<file path="config.mk">
export PLATFORM = sky130hd
export DESIGN_NAME = xip_top
export DESIGN_NICKNAME = d
export VERILOG_FILES = /design/src/hw/xip_pkg.sv /design/src/hw/xip_ctrl_regs.sv /design/src/hw/xip_fetch.sv /design/src/hw/xip_phy_arbiter.sv /design/src/hw/xip_spi_phy.sv /design/src/hw/xip_top.sv
export SDC_FILE = /design/constraint.sdc
export NUM_CORES = 1
export LEC_CHECK = 0
export ABC_AREA = 0
export BUFFER_PORTS_ARGS = -buffer_cell sky130_fd_sc_hd__buf_2
export CAP_MARGIN = 15
export CORE_ASPECT_RATIO = 0.7
export CORE_MARGIN = 5
export CORE_UTILIZATION = 30
export DETAILED_ROUTE_END_ITERATION = 16
export HOLD_SLACK_MARGIN = 0.12
export PLACE_DENSITY = 0.57
export SYNTH_ARGS = -nofsm -noshare
export SYNTH_HDL_FRONTEND = slang
export SYNTH_SLANG_ARGS = --single-unit
</file>
<file path="constraint.sdc">
create_clock -name clk_i -period 2.7 [get_ports clk_i]
set_clock_uncertainty 0.05 [all_clocks]
set_input_delay 0.405 -clock clk_i [delete_from_list [all_inputs] [get_ports clk_i]]
set_output_delay 0.405 -clock clk_i [all_outputs]
set_load 0.05 [all_outputs]
</file>
<file path="src/hw/xip_pkg.sv">
// shared widths, register map, control-field positions and fetch FSM states for the XIP controller
`default_nettype none

package xip_pkg;

    // ----------------------------------------
    // widths with a meaning
    typedef logic [31:0] word_t;    // bus / register word
    typedef logic [3:0]  page_t;    // xip page, matches addr[31:28]
    typedef logic [7:0]  cmd_t;     // flash read command
    typedef logic [3:0]  nbytes_t;  // bytes per transfer, 1..9
    typedef logic [1:0]  abytes_t;  // address bytes minus one
    typedef logic [2:0]  prsc_t;    // prescaler select
    typedef logic [1:0]  reg_idx_t; // control port word index

    // ----------------------------------------
    // register map
    localparam reg_idx_t reg_ctrl_c    = 2'd0; // control / status
    localparam reg_idx_t reg_data_lo_c = 2'd2; // direct data low, rx data on read
    localparam reg_idx_t reg_data_hi_c = 2'd3; // direct data high, write fires transfer

    // ----------------------------------------
    // control register bit positions
    localparam int ctrl_enable_c     = 0;  // module enable
    localparam int ctrl_prsc_lo_c    = 1;  // prescaler, 3 bits
    localparam int ctrl_nbytes_lo_c  = 6;  // transfer length, 4 bits
    localparam int ctrl_xip_enable_c = 10; // fetch engine owns the phy
    localparam int ctrl_abytes_lo_c  = 11; // address bytes code, 2 bits
    localparam int ctrl_rd_cmd_lo_c  = 13; // read command, 8 bits
    localparam int ctrl_page_lo_c    = 21; // xip page, 4 bits
    localparam int ctrl_phy_busy_c   = 30; // read-only
    localparam int ctrl_xip_busy_c   = 31; // read-only

    // fetch engine states
    typedef enum logic [1:0] {
        f_idle,
        f_trig,
        f_busy,
        f_error
    } fetch_state_t;

endpackage

`default_nettype wire

</file>
<file path="src/hw/xip_ctrl_regs.sv">
// control-port register file: holds the configuration fields and fires direct SPI transfers
`timescale 1ns/1ps
`default_nettype none

module xip_ctrl_regs #(
    parameter int FRAME_BYTES = 9 // phy frame size in bytes
) (
    input  wire                     clk_i,
    input  wire                     rstn_i,
    input  wire xip_pkg::reg_idx_t  ct_addr_i,      // word index
    input  wire                     ct_rden_i,
    input  wire                     ct_wren_i,
    input  wire xip_pkg::word_t     ct_data_i,
    output xip_pkg::word_t          ct_data_o,
    output logic                    ct_ack_o,
    input  wire                     phy_busy_i,     // readback only
    input  wire                     xip_busy_i,     // readback only
    input  wire xip_pkg::word_t     phy_rdata_i,    // last 32 rx bits
    output logic                    enable_o,
    output xip_pkg::prsc_t          prsc_o,
    output xip_pkg::nbytes_t        nbytes_o,
    output logic                    xip_enable_o,
    output xip_pkg::abytes_t        abytes_o,
    output xip_pkg::cmd_t           rd_cmd_o,
    output xip_pkg::page_t          page_o,
    output logic                    direct_start_o, // one-cycle pulse
    output logic [FRAME_BYTES*8-1:0] direct_frame_o
);

    xip_pkg::word_t data_lo_q; // direct tx data, second word
    xip_pkg::word_t data_hi_q; // direct tx data, first word out
    xip_pkg::word_t ctrl_rd;   // control register readback image

    // ----------------------------------------
    // write side
    always_ff @(posedge clk_i or negedge rstn_i) begin
        if (!rstn_i) begin
            enable_o       <= 1'b0;
            prsc_o         <= '0;
            nbytes_o       <= '0;
            xip_enable_o   <= 1'b0;
            abytes_o       <= '0;
            rd_cmd_o       <= '0;
            page_o         <= '0;
            data_lo_q      <= '0;
            data_hi_q      <= '0;
            direct_start_o <= 1'b0;
        end else begin
            direct_start_o <= 1'b0; // pulse only
            if (ct_wren_i) begin
                if (ct_addr_i == xip_pkg::reg_ctrl_c) begin // dropped bits not kept
                    enable_o     <= ct_data_i[xip_pkg::ctrl_enable_c];
                    prsc_o       <= ct_data_i[xip_pkg::ctrl_prsc_lo_c +: 3];
                    nbytes_o     <= ct_data_i[xip_pkg::ctrl_nbytes_lo_c +: 4];
                    xip_enable_o <= ct_data_i[xip_pkg::ctrl_xip_enable_c];
                    abytes_o     <= ct_data_i[xip_pkg::ctrl_abytes_lo_c +: 2];
                    rd_cmd_o     <= ct_data_i[xip_pkg::ctrl_rd_cmd_lo_c +: 8];
                    page_o       <= ct_data_i[xip_pkg::ctrl_page_lo_c +: 4];
                end
                if (ct_addr_i == xip_pkg::reg_data_lo_c) begin
                    data_lo_q <= ct_data_i;
                end
                if (ct_addr_i == xip_pkg::reg_data_hi_c) begin
                    data_hi_q      <= ct_data_i;
                    direct_start_o <= 1'b1; // kick direct transfer
                end
            end
        end
    end

    // ----------------------------------------
    // read side
    always_comb begin
        ctrl_rd                                      = '0;
        ctrl_rd[xip_pkg::ctrl_enable_c]              = enable_o;
        ctrl_rd[xip_pkg::ctrl_prsc_lo_c +: 3]        = prsc_o;
        ctrl_rd[xip_pkg::ctrl_nbytes_lo_c +: 4]      = nbytes_o;
        ctrl_rd[xip_pkg::ctrl_xip_enable_c]          = xip_enable_o;
        ctrl_rd[xip_pkg::ctrl_abytes_lo_c +: 2]      = abytes_o;
        ctrl_rd[xip_pkg::ctrl_rd_cmd_lo_c +: 8]      = rd_cmd_o;
        ctrl_rd[xip_pkg::ctrl_page_lo_c +: 4]        = page_o;
        ctrl_rd[xip_pkg::ctrl_phy_busy_c]            = phy_busy_i;
        ctrl_rd[xip_pkg::ctrl_xip_busy_c]            = xip_busy_i;
    end

    always_ff @(posedge clk_i or negedge rstn_i) begin
        if (!rstn_i) begin
            ct_ack_o  <= 1'b0;
            ct_data_o <= '0;
        end else begin
            ct_ack_o  <= ct_rden_i | ct_wren_i; // ack every access
            ct_data_o <= '0;                    // zero unless reading
            if (ct_rden_i) begin
                case (ct_addr_i)
                    xip_pkg::reg_ctrl_c:    ct_data_o <= ctrl_rd;
                    xip_pkg::reg_data_lo_c: ct_data_o <= phy_rdata_i; // rx data
                    default:                ct_data_o <= '0;          // data high is write-only
                endcase
            end
        end
    end

    // msb first: high word, low word, then zero pad
    assign direct_frame_o = {data_hi_q, data_lo_q, {(FRAME_BYTES*8-64){1'b0}}};

endmodule

`default_nettype wire

</file>
<file path="src/hw/xip_fetch.sv">
// fetch engine: turns page-hit reads into flash read frames and returns little-endian words
`timescale 1ns/1ps
`default_nettype none

module xip_fetch #(
    parameter int FRAME_BYTES = 9 // phy frame size in bytes
) (
    input  wire                      clk_i,
    input  wire                      rstn_i,
    input  wire xip_pkg::word_t      acc_addr_i,
    input  wire                      acc_rden_i,
    input  wire                      acc_wren_i,
    output xip_pkg::word_t           acc_data_o,
    output logic                     acc_ack_o,
    output logic                     acc_err_o,
    input  wire                      active_i,    // enable and xip_enable
    input  wire xip_pkg::page_t      page_i,
    input  wire xip_pkg::abytes_t    abytes_i,
    input  wire xip_pkg::cmd_t       rd_cmd_i,
    input  wire                      phy_busy_i,
    input  wire xip_pkg::word_t      phy_rdata_i,
    output logic                     busy_o,
    output logic                     start_o,
    output logic [FRAME_BYTES*8-1:0] frame_o
);

    xip_pkg::fetch_state_t state_q;
    xip_pkg::word_t        addr_q;     // latched request address
    xip_pkg::word_t        aligned;    // word aligned, page bits stripped
    xip_pkg::word_t        flash_addr; // address bytes, left aligned
    logic                  page_hit;

    assign page_hit = (acc_addr_i[31:28] == page_i);

    always_ff @(posedge clk_i or negedge rstn_i) begin
        if (!rstn_i) begin
            state_q   <= xip_pkg::f_idle;
            addr_q    <= '0;
            acc_err_o <= 1'b0;
        end else if (!active_i) begin
            state_q   <= xip_pkg::f_idle; // parked while disabled
            acc_err_o <= 1'b0;
        end else begin
            acc_err_o <= 1'b0;
            case (state_q)
                xip_pkg::f_idle: begin
                    if (page_hit && acc_rden_i) begin
                        addr_q  <= acc_addr_i;
                        state_q <= xip_pkg::f_trig;
                    end else if (page_hit && acc_wren_i) begin
                        state_q <= xip_pkg::f_error; // read-only space
                    end
                end
                xip_pkg::f_trig:  state_q <= xip_pkg::f_busy;
                xip_pkg::f_busy: begin
                    if (!phy_busy_i) begin
                        state_q <= xip_pkg::f_idle; // done, ack this cycle
                    end
                end
                xip_pkg::f_error: begin
                    acc_err_o <= ~acc_err_o;    // two cycles here, err on the second
                    if (acc_err_o) begin
                        state_q <= xip_pkg::f_idle;
                    end
                end
                default: state_q <= xip_pkg::f_idle;
            endcase
        end
    end

    // ----------------------------------------
    // frame: cmd, address bytes, zero data
    always_comb begin
        aligned = {4'h0, addr_q[27:2], 2'b00};
        case (abytes_i)
            2'd0:    flash_addr = {aligned[7:0], 24'h0};
            2'd1:    flash_addr = {aligned[15:0], 16'h0};
            2'd2:    flash_addr = {aligned[23:0], 8'h0};
            default: flash_addr = aligned; // 4 address bytes
        endcase
    end

    assign frame_o   = {rd_cmd_i, flash_addr, {(FRAME_BYTES*8-40){1'b0}}};
    assign start_o   = (state_q == xip_pkg::f_trig);
    assign busy_o    = (state_q == xip_pkg::f_trig) || (state_q == xip_pkg::f_busy);
    assign acc_ack_o = (state_q == xip_pkg::f_busy) && !phy_busy_i;

    // first byte on the wire is the lowest address
    assign acc_data_o = (state_q == xip_pkg::f_busy) ?
                        {phy_rdata_i[7:0], phy_rdata_i[15:8],
                         phy_rdata_i[23:16], phy_rdata_i[31:24]} : '0;

endmodule

`default_nettype wire

</file>
<file path="src/hw/xip_phy_arbiter.sv">
// SPI PHY ownership arbiter between the direct requester and the fetch engine
`timescale 1ns/1ps
`default_nettype none

module xip_phy_arbiter #(
    parameter int FRAME_BYTES = 9 // phy frame size in bytes
) (
    input  wire                      clk_i,
    input  wire                      rstn_i,
    input  wire                      xip_enable_i,   // wanted owner, 1 = fetch
    input  wire                      phy_busy_i,
    input  wire                      direct_start_i,
    input  wire [FRAME_BYTES*8-1:0]  direct_frame_i,
    input  wire                      fetch_start_i,
    input  wire [FRAME_BYTES*8-1:0]  fetch_frame_i,
    output logic                     phy_start_o,
    output logic [FRAME_BYTES*8-1:0] phy_frame_o
);

    logic owner_fetch_q; // current owner, 1 = fetch engine

    // switch only between transfers
    always_ff @(posedge clk_i or negedge rstn_i) begin
        if (!rstn_i) begin
            owner_fetch_q <= 1'b0; // direct owns after reset
        end else if (!phy_busy_i && !phy_start_o) begin
            owner_fetch_q <= xip_enable_i;
        end
    end

    // non-owner starts are dropped
    assign phy_start_o = owner_fetch_q ? fetch_start_i : direct_start_i;
    assign phy_frame_o = owner_fetch_q ? fetch_frame_i : direct_frame_i;

endmodule

`default_nettype wire

</file>
<file path="src/hw/xip_spi_phy.sv">
// mode-0 SPI shift engine with clock prescaler and per-transfer chip select
`timescale 1ns/1ps
`default_nettype none

module xip_spi_phy #(
    parameter int FRAME_BYTES = 9 // shift register size in bytes
) (
    input  wire                     clk_i,
    input  wire                     rstn_i,
    input  wire                     enable_i,  // sync clear when low
    input  wire xip_pkg::prsc_t     prsc_i,
    input  wire xip_pkg::nbytes_t   nbytes_i,
    input  wire                     start_i,
    input  wire [FRAME_BYTES*8-1:0] frame_i,   // msb first
    output logic                    busy_o,
    output xip_pkg::word_t          rdata_o,   // last 32 bits in
    output logic                    spi_csn_o,
    output logic                    spi_clk_o,
    input  wire                     spi_dat_i,
    output logic                    spi_dat_o
);

    typedef enum logic [1:0] {
        s_idle,
        s_low,   // sclk low half
        s_high,  // sclk high half
        s_end    // cs hold before release
    } phy_state_t;

    phy_state_t               state_q;
    logic [FRAME_BYTES*8-1:0] sreg_q;     // tx shift register
    logic [6:0]               bit_cnt_q;  // bits still to shift
    logic [7:0]               prsc_cnt_q; // half period counter
    logic [7:0]               half_last;  // 2^(prsc+1) - 1
    logic                     tick;       // end of half period

    assign half_last = 8'((9'd2 << prsc_i) - 9'd1);
    assign tick      = (prsc_cnt_q == half_last);
    assign spi_dat_o = sreg_q[FRAME_BYTES*8-1]; // changes after falling edge

    always_ff @(posedge clk_i or negedge rstn_i) begin
        if (!rstn_i) begin
            state_q    <= s_idle;
            sreg_q     <= '0;
            bit_cnt_q  <= '0;
            prsc_cnt_q <= '0;
            rdata_o    <= '0;
            busy_o     <= 1'b0;
            spi_csn_o  <= 1'b1;
            spi_clk_o  <= 1'b0;
        end else if (!enable_i) begin
            state_q    <= s_idle;
            sreg_q     <= '0;
            bit_cnt_q  <= '0;
            prsc_cnt_q <= '0;
            rdata_o    <= '0;
            busy_o     <= 1'b0;
            spi_csn_o  <= 1'b1;
            spi_clk_o  <= 1'b0;
        end else begin
            // ----------------------------------------
            // prescaler, runs only during a transfer
            if (state_q == s_idle || tick) begin
                prsc_cnt_q <= '0;
            end else begin
                prsc_cnt_q <= prsc_cnt_q + 8'd1;
            end
            case (state_q)
                s_idle: begin
                    if (start_i) begin
                        sreg_q    <= frame_i;
                        bit_cnt_q <= {nbytes_i, 3'b000}; // nbytes * 8
                        busy_o    <= 1'b1;
                        spi_csn_o <= 1'b0;
                        state_q   <= s_low;
                    end
                end
                s_low: begin
                    if (tick) begin
                        spi_clk_o <= 1'b1;
                        rdata_o   <= {rdata_o[30:0], spi_dat_i}; // sample on rising edge
                        state_q   <= s_high;
                    end
                end
                s_high: begin
                    if (tick) begin
                        spi_clk_o <= 1'b0;
                        sreg_q    <= {sreg_q[FRAME_BYTES*8-2:0], 1'b0}; // next bit out
                        bit_cnt_q <= bit_cnt_q - 7'd1;
                        state_q   <= (bit_cnt_q == 7'd1) ? s_end : s_low;
                    end
                end
                s_end: begin
                    if (tick) begin
                        spi_csn_o <= 1'b1; // no burst, always final
                        busy_o    <= 1'b0;
                        state_q   <= s_idle;
                    end
                end
                default: state_q <= s_idle;
            endcase
        end
    end

endmodule

`default_nettype wire

</file>
<file path="src/hw/xip_top.sv">
// XIP SPI flash controller top level, connects register file, fetch engine, arbiter and PHY
`timescale 1ns/1ps
`default_nettype none

module xip_top #(
    parameter int FRAME_BYTES = 9 // cmd + 4 addr + 4 data bytes
) (
    input  wire                    clk_i,
    input  wire                    rstn_i,
    // control port
    input  wire xip_pkg::reg_idx_t ct_addr_i,
    input  wire                    ct_rden_i,
    input  wire                    ct_wren_i,
    input  wire xip_pkg::word_t    ct_data_i,
    output xip_pkg::word_t         ct_data_o,
    output logic                   ct_ack_o,
    // fetch port
    input  wire xip_pkg::word_t    acc_addr_i,
    input  wire                    acc_rden_i,
    input  wire                    acc_wren_i,
    output xip_pkg::word_t         acc_data_o,
    output logic                   acc_ack_o,
    output logic                   acc_err_o,
    // spi flash pins
    output logic                   spi_csn_o,
    output logic                   spi_clk_o,
    input  wire                    spi_dat_i,
    output logic                   spi_dat_o
);

    logic                     enable, xip_enable, fetch_active;
    xip_pkg::prsc_t           prsc;
    xip_pkg::nbytes_t         nbytes;
    xip_pkg::abytes_t         abytes;
    xip_pkg::cmd_t            rd_cmd;
    xip_pkg::page_t           page;
    logic                     direct_start, fetch_start, fetch_busy;
    logic                     phy_start, phy_busy;
    logic [FRAME_BYTES*8-1:0] direct_frame, fetch_frame, phy_frame;
    xip_pkg::word_t           phy_rdata;

    assign fetch_active = enable & xip_enable; // fetch runs only in xip mode

    xip_ctrl_regs #(.FRAME_BYTES(FRAME_BYTES)) i_ctrl_regs (
        .clk_i, .rstn_i, .ct_addr_i, .ct_rden_i, .ct_wren_i, .ct_data_i,
        .ct_data_o, .ct_ack_o,
        .phy_busy_i     (phy_busy),
        .xip_busy_i     (fetch_busy),
        .phy_rdata_i    (phy_rdata),
        .enable_o       (enable),
        .prsc_o         (prsc),
        .nbytes_o       (nbytes),
        .xip_enable_o   (xip_enable),
        .abytes_o       (abytes),
        .rd_cmd_o       (rd_cmd),
        .page_o         (page),
        .direct_start_o (direct_start),
        .direct_frame_o (direct_frame)
    );

    xip_fetch #(.FRAME_BYTES(FRAME_BYTES)) i_fetch (
        .clk_i, .rstn_i, .acc_addr_i, .acc_rden_i, .acc_wren_i,
        .acc_data_o, .acc_ack_o, .acc_err_o,
        .active_i    (fetch_active),
        .page_i      (page),
        .abytes_i    (abytes),
        .rd_cmd_i    (rd_cmd),
        .phy_busy_i  (phy_busy),
        .phy_rdata_i (phy_rdata),
        .busy_o      (fetch_busy),
        .start_o     (fetch_start),
        .frame_o     (fetch_frame)
    );

    xip_phy_arbiter #(.FRAME_BYTES(FRAME_BYTES)) i_arbiter (
        .clk_i, .rstn_i,
        .xip_enable_i   (xip_enable),
        .phy_busy_i     (phy_busy),
        .direct_start_i (direct_start),
        .direct_frame_i (direct_frame),
        .fetch_start_i  (fetch_start),
        .fetch_frame_i  (fetch_frame),
        .phy_start_o    (phy_start),
        .phy_frame_o    (phy_frame)
    );

    xip_spi_phy #(.FRAME_BYTES(FRAME_BYTES)) i_spi_phy (
        .clk_i, .rstn_i,
        .enable_i (enable),
        .prsc_i   (prsc),
        .nbytes_i (nbytes),
        .start_i  (phy_start),
        .frame_i  (phy_frame),
        .busy_o   (phy_busy),
        .rdata_o  (phy_rdata),
        .spi_csn_o, .spi_clk_o, .spi_dat_i, .spi_dat_o
    );

endmodule

`default_nettype wire

</file>
# [After elaboration in Yosys (flattened, before gate mapping)]
# Index checks and enable logic that the tools add are counted.
# Widths: inputs -> output; s select.
[word_totals] regBits=277 latch_bits=0 ram_bits=0 romBits=0 inputBits=73 out_inout_bits=70 word_cells=124 n_memories=0
[classes] n_addsub=3 multipliers=0 n_div=0 magnitude_cmp=0 n_eq_ne=25 shifts=1 mux=46 n_bitwise=3 n_reduce_logical=22
[ops] op="$mux 72" count=4
[ops] op="$mux 32" count=5
[ops] op="$pmux 72 s2" count=1
[ops] op="$pmux 32 s3" count=1
[ops] op="$pmux 32 s2" count=1
[ops] op="$mux 2" count=11
[ops] op="$mux 7" count=3
[ops] op="$mux 8" count=2
[ops] op="$pmux 2 s4" count=2
[ops] op="$reduce_and 3->1" count=5
[ops] op="$eq 2x2->1 const B" count=7
[ops] op="$pmux 7 s2" count=1
[ops] op="$mux 1" count=12
[ops] op="$ne 3x2->1 const B" count=4
[ops] op="$ne 3x1->1 const B" count=3
[ops] op="$add 8x1->8 const B" count=1
[ops] op="$eq 8x8->1" count=1
[ops] op="$logic_not 2->1" count=4
[ops] op="$reduce_and 2->1" count=4
[ops] op="$shl 2x3->8 const A" count=1
[ops] op="$sub 8x1->8 const B" count=1
[ops] op="$eq 7x1->1 const B" count=1
[ops] op="$sub 7x1->7 const B" count=1
[ops] op="$eq 2x1->1 const B" count=3
[ops] op="other kinds (12)" count=21

# [Logic depth before layout (Yosys ltp)]
[logic_depth] word_depth=6 depth_mapped=9 depth_no_buf=8

# [Modules after synthesis]
# From an unflattened synthesis, not the netlist that was laid out.
[unflattened] hier_cells=1297 hier_area_um2=14506.4
[by_module_without_submodules] mod="xip_spi_phy" n_inst=1 cells_per_inst=684 area_per_inst_um2=6542.5 seq_area_each_um2=3104.2
[by_module_without_submodules] mod="xip_ctrl_regs" n_inst=1 cells_per_inst=295 area_per_inst_um2=4594.4 seq_area_each_um2=3027.9
[by_module_without_submodules] mod="xip_fetch" n_inst=1 cells_per_inst=232 area_per_inst_um2=2235.9 seq_area_each_um2=725.7
[by_module_without_submodules] mod="xip_phy_arbiter" n_inst=1 cells_per_inst=85 area_per_inst_um2=1127.3 seq_area_each_um2=25.0
[by_module_without_submodules] mod="xip_top" n_inst=1 cells_per_inst=1 area_per_inst_um2=6.3 seq_area_each_um2=0.0

# [Worst setup path before layout]
# Ideal clock, no wire load.
[synth_timing] path_kind="reg-to-reg" from="register i_spi_phy.prsc_cnt_q[4]" to="register i_spi_phy.sreg_q[30]" setup_time_ns=0.125 arrival_ns=2.187 required_time_ns=2.525 path_slack_ns=0.339 stages_incl_launch_ff=8 n_path_buf=1 period_less_slack_ns=2.361 cell_sequence="dfrtp_1 > or4_1 > o211ai_1 > o311a_2 > nand4_2 > a21oi_2 > buf_4 > mux2_2"
[synth_via] elab_chain_len=3
[synth_lines] element="start: declaration" line="xip_spi_phy.sv:33" source="logic [7:0] prsc_cnt_q;"
[synth_lines] element="start signal: assignment" line="xip_spi_phy.sv:66" source="prsc_cnt_q <= prsc_cnt_q + 8'd1;"
[synth_lines] element="$eq 8x8->1" line="xip_spi_phy.sv:38" source="assign tick = (prsc_cnt_q == half_last);"
[synth_lines] element="$ne 3x2->1 (no line)"
[synth_lines] element="$reduce_and 3->1 (no line)"
[synth_lines] element="end signal: assignment" line="xip_spi_phy.sv:71" source="sreg_q <= frame_i;"
[synth_lines] element="end signal: assignment" line="xip_spi_phy.sv:88" source="sreg_q <= {sreg_q[FRAME_BYTES*8-2:0], 1'b0};"
[synth_lines] element="end: declaration" line="xip_spi_phy.sv:31" source="logic [FRAME_BYTES*8-1:0] sreg_q;"
# Every way passes these cells.
# A chain may end at the register's enable or synchronous reset.

# [Final worst setup path]
[layout_timing] from="register i_ctrl_regs.prsc_o[2]" to="register i_spi_phy.sreg_q[54]"
[layout_via] elab_chain_len=5
[layout_lines] element="start: declaration" line="xip_ctrl_regs.sv:20" source="output xip_pkg::prsc_t prsc_o,"
[layout_lines] element="start signal: assignment" line="xip_ctrl_regs.sv:53" source="prsc_o <= ct_data_i[xip_pkg::ctrl_prsc_lo_c +: 3];"
[layout_lines] element="$shl 2x3->8" line="xip_spi_phy.sv:37" source="assign half_last = 8'((9'd2 << prsc_i) - 9'd1);"
[layout_lines] element="$sub 8x1->8" line="xip_spi_phy.sv:37"
[layout_lines] element="$eq 8x8->1" line="xip_spi_phy.sv:38"
[layout_lines] element="$ne 3x2->1 (no line)"
[layout_lines] element="$reduce_and 3->1 (no line)"
# Every way passes these cells.

==> impl_metrics.yaml <==
outcome:
  run_status: "finished clean"
synthesis:
  synthDominantAreaCellType: "sky130_fd_sc_hd__dfrtp_1"
  synthesized_area_per_cell_um2: 11.1
  synthesis.nets: 1218
  synthArstFlopShare_pct: 100
  synth.yosys.seq_area_share_pct: 53.1
  synth_enable_flop_cells: 0
  synthesis.yosys.warnings: 0
  synthCells: 1137
  post_synth_instance_area_um2: 12600
  synth_area_leaders: "sky130_fd_sc_hd__dfrtp_1 (53%), sky130_fd_sc_hd__mux2_2 (13%), sky130_fd_sc_hd__mux2i_1 (4.5%), sky130_fd_sc_hd__a21oi_1 (3.5%), sky130_fd_sc_hd__nand2_1 (3.4%)"
  ys_dominant_reg_cell: "sky130_fd_sc_hd__dfrtp_1"
  yosys.area.top_type_share_pct: 52.9
  ys_seq_elements: 267
  post_synth_num_cell_types: 55
sta:
  finalHoldViolCount: 0
  finalSetupViolations: 0
  worst_slack_ps: 106
  clock.fmax_mhz: 385
  fin_crit_ps: 2590
  report.final.slew_viol_count: 0
  setup_total_negative_slack_ps: 0
  max-slew-margin-rel_pct: 57.7
  final_min_period_over_clock_period_pct: 96.1
  worst_pin_slew_ps: 626
clock_tree:
  root_buffer_cell: "sky130_fd_sc_hd__clkbuf_16"
  cts_setup_buffers: 0
  cts-htree-levels: 1
  cts-buffers-inserted: 29
  clock-sinks: 267
  path_clk_slew_ps: 60
  clock_tree_buffer_depth: 3
  latest_clock_arrival_within_the_worst_skew_pair_ps: 560
  tritoncts: "done"
global_routing:
  pin_count_of_the_biggest_net_entering_global_routing: 82
  first_global_vias: 9774
  track_usage_pct: 15.6
  global_route.overflow_total: 0
  grt_first_pass_wirelength_um: 58000
  antenna_found_initial: 0
critical_path:
  crit_start_category: "register"
  critPathSlowestCell: "sky130_fd_sc_hd__dfrtp_2"
  crit_path_cell_trace: "buf_4, nor3_1, nor4b_4, o311a_4, nand4_2, buf_4, a22oi_1, a221o_1"
  required_worst_endpoint_ps: 3090
  crit_path_end_kind: "register"
  critPathMaxStageDelay_ps: 440
  cp_common_cell: "sky130_fd_sc_hd__buf_4"
  timing.critical_path.arrival_ps: 2980
  timing.critical_path.buf_inv: 2
  critPathKind: "register to register"
  path_max_fanout: 25
  timing.critical_path.max_delay_family: "compound AO/OA/AOI/OAI gates"
floorplan:
  floorplan.io_pins: 143
  starting_utilization_of_the_core_area_pct: 30.5
  die_area_um2: 46200
  rows: 62
  coreArea_um2: 41200
  chipHeight_um: 181
  die_w_um: 255
drt:
  via_count: 9499
  detail_route.wirelength_um: 36400
  wire_per_inst_um: 19.3
  drtIter0Drc: 805
  detail-route-antenna-nets: 0
  detail_route.first_pass.iterations: 5
  viasPerCell: 5.03
  drc: 0
layout:
  final_util_pct: 37.7
  layout-drive-gt1-share_pct: 28.6
  fillers: 3978
  nets: 1406
  fin_area_um2: 15500
  antenna_cells: 0
  area_added_between_synthesis_and_finish_pct: 23.5
job:
  max_cap_viols: 0
placement:
  dp_worst_setup_slack_ps: 30.0
  placedInstanceArea_um2: 14000
  hpwl_um: 24500
  place.gp.congestion: 0.839
  placement.io_buffers: 140
power:
  p_per_area_nw_per_um2: 766
  vdd_ir_drop_max_uv: 493
  leakage_nw: 7.22
min_path:
  hold_path.class: "input pin to register"
power by group:
part	internal [W]	total, W	switching [W]
Combinational	0.00132	0.00291	0.00159
Clock	0.00209	0.00371	0.00162
Sequential	0.00469	0.00527	0.000576
Total	0.00810	0.0119	0.00379
registers in the layout (all words and copies together) (netlist names), 2 cells and up:
signal / count
i_ctrl_regs.prsc_o: 3
i_spi_phy.bit_cnt_q: 7
i_fetch.state_q: 2
i_spi_phy.sreg_q: 64
i_ctrl_regs.data_lo_q: 32
i_spi_phy.state_q: 2
i_ctrl_regs.nbytes_o: 4
i_ctrl_regs.abytes_o: 2
i_spi_phy.prsc_cnt_q: 8
i_ctrl_regs.data_hi_q: 32
i_spi_phy.rdata_o: 32
i_ctrl_regs.ct_data_o: 32
i_ctrl_regs.rd_cmd_o: 8
i_ctrl_regs.page_o: 4
i_fetch.addr_q: 26
repair_timing:
item | CTS | global route
resized for setup | 0 | 7
hold buffers | 60 | 0
setup endpoints to repair | 0 | 65
endpoints found under the hold margin | 158 | 0
worst paths after layout:
| kind | startpoint | to | slack (ps) | cells past startpoint |
|---|---|---|---|---|
| min in group asynchronous | rstn_i | i_ctrl_regs.data_hi_q[4]$_DFFE_PN0P_ | 360 | 2 |
| hold reg to reg | i_fetch.acc_err_o$_DFF_PN0_ | i_fetch.acc_err_o$_DFF_PN0_ | 410 | 1 |
| hold / removal | ct_data_i[16] | i_ctrl_regs.rd_cmd_o[3]$_DFFE_PN0P_ | 150 | 2 |
| max in group asynchronous | rstn_i | i_fetch.addr_q[13]$_DFFE_PN0P_ | 1330 | 3 |
| setup reg to reg | i_ctrl_regs.prsc_o[2]$_DFFE_PN0P_ | i_spi_phy.sreg_q[54]$_DFFE_PN0P_ | 110 | 8 |
| setup / recovery | i_ctrl_regs.prsc_o[2]$_DFFE_PN0P_ | i_spi_phy.sreg_q[54]$_DFFE_PN0P_ | 110 | 8 |
through the flow:
step	instances	hold slack (ps)	total power, W
2_1_floorplan	1137	59.4	0.00719
6_report	1890	149	0.0119
5_1_grt	1890	131	0.0125
3_5_place_dp	1778	343	0.00817
4_1_cts	1890	123	0.0120
3_3_place_gp	1778	344	0.00809
Yosys cell counts, drive strengths merged (2+ instances only):
cell	count
ha	8
nand4	6
nand2	115
buf	20
or4	2
a211oi	5
mux2	147
xnor2	4
a2bb2oi	5
nand3b	3
xor2	13
nor3b	2
nor2	92
o211ai	12
nor2b	6
nand2b	2
or2	2
a221oi	5
nand3	32
nor3	9
a221o	17
mux4	2
clkbuf	64
o21ai	13
dfrtp	266
inv	14
o2bb2ai	2
a21oi	89
a31oi	2
nor4b	2
mux2i	56
a22o	24
nor4	2
and3	26
o311ai	21
and2	34
a22oi	3
cells in the final DEF (no fill, tap or decap), types with 24 or more instances in the layout:
master | synthesis | final
sky130_fd_sc_hd__mux2i_1 | 56 | 56
sky130_fd_sc_hd__mux2_2 | 144 | 144
sky130_fd_sc_hd__nor2_1 | 92 | 89
sky130_fd_sc_hd__clkbuf_16 | 0 | 29
sky130_fd_sc_hd__buf_2 | 8 | 139
sky130_fd_sc_hd__a21oi_1 | 88 | 88
sky130_fd_sc_hd__nand3_1 | 32 | 31
sky130_fd_sc_hd__dfrtp_1 | 266 | 265
sky130_fd_sc_hd__buf_4 | 3 | 34
sky130_fd_sc_hd__and3_1 | 26 | 26
sky130_fd_sc_hd__nand2_1 | 115 | 115
sky130_fd_sc_hd__dlygate4sd3_1 | 0 | 60
sky130_fd_sc_hd__a22o_1 | 24 | 24
sky130_fd_sc_hd__and2_1 | 33 | 33
per-layer routing:
layer	vias up	global-route usage [%]	wire, um
met3	39	2.69	1500
met1	4810	22.5	17000
met4	0	2.80	618
met5	-	0	0
li1	4436	-	-
met2	214	25.1	17300
worst reg2reg max path, cell delays in order (launching register included):
cell	delay (ps)
sky130_fd_sc_hd__dfrtp_2	440
sky130_fd_sc_hd__buf_4	170
sky130_fd_sc_hd__nor3_1	360
sky130_fd_sc_hd__nor4b_4	100
sky130_fd_sc_hd__o311a_4	410
sky130_fd_sc_hd__nand4_2	160
sky130_fd_sc_hd__buf_4	330
sky130_fd_sc_hd__a22oi_1	150
sky130_fd_sc_hd__a221o_1	310
cells by family after synthesis:
kind of cell / synth area share (%)
flops: 53.1
xor+xnor: 1.18
compound gates: 11.3
simple gates: 12.4
mux: 18.0
buf+inv: 3.27
fa+ha+maj: 0.796
final cells by class:
type	instances	area, um^2	share of cell area (%)
flip-flops and latches	267	6680	43.0
repair buffers	241	1700	10.9
well taps	544	681	4.38
clock buffers	43	818	5.27
clock inverters	9	52.6	0.338
multi-input cells	772	5550	35.7
inverters	14	52.6	0.338
Note: power is estimated with default switching activity, not from simulation.
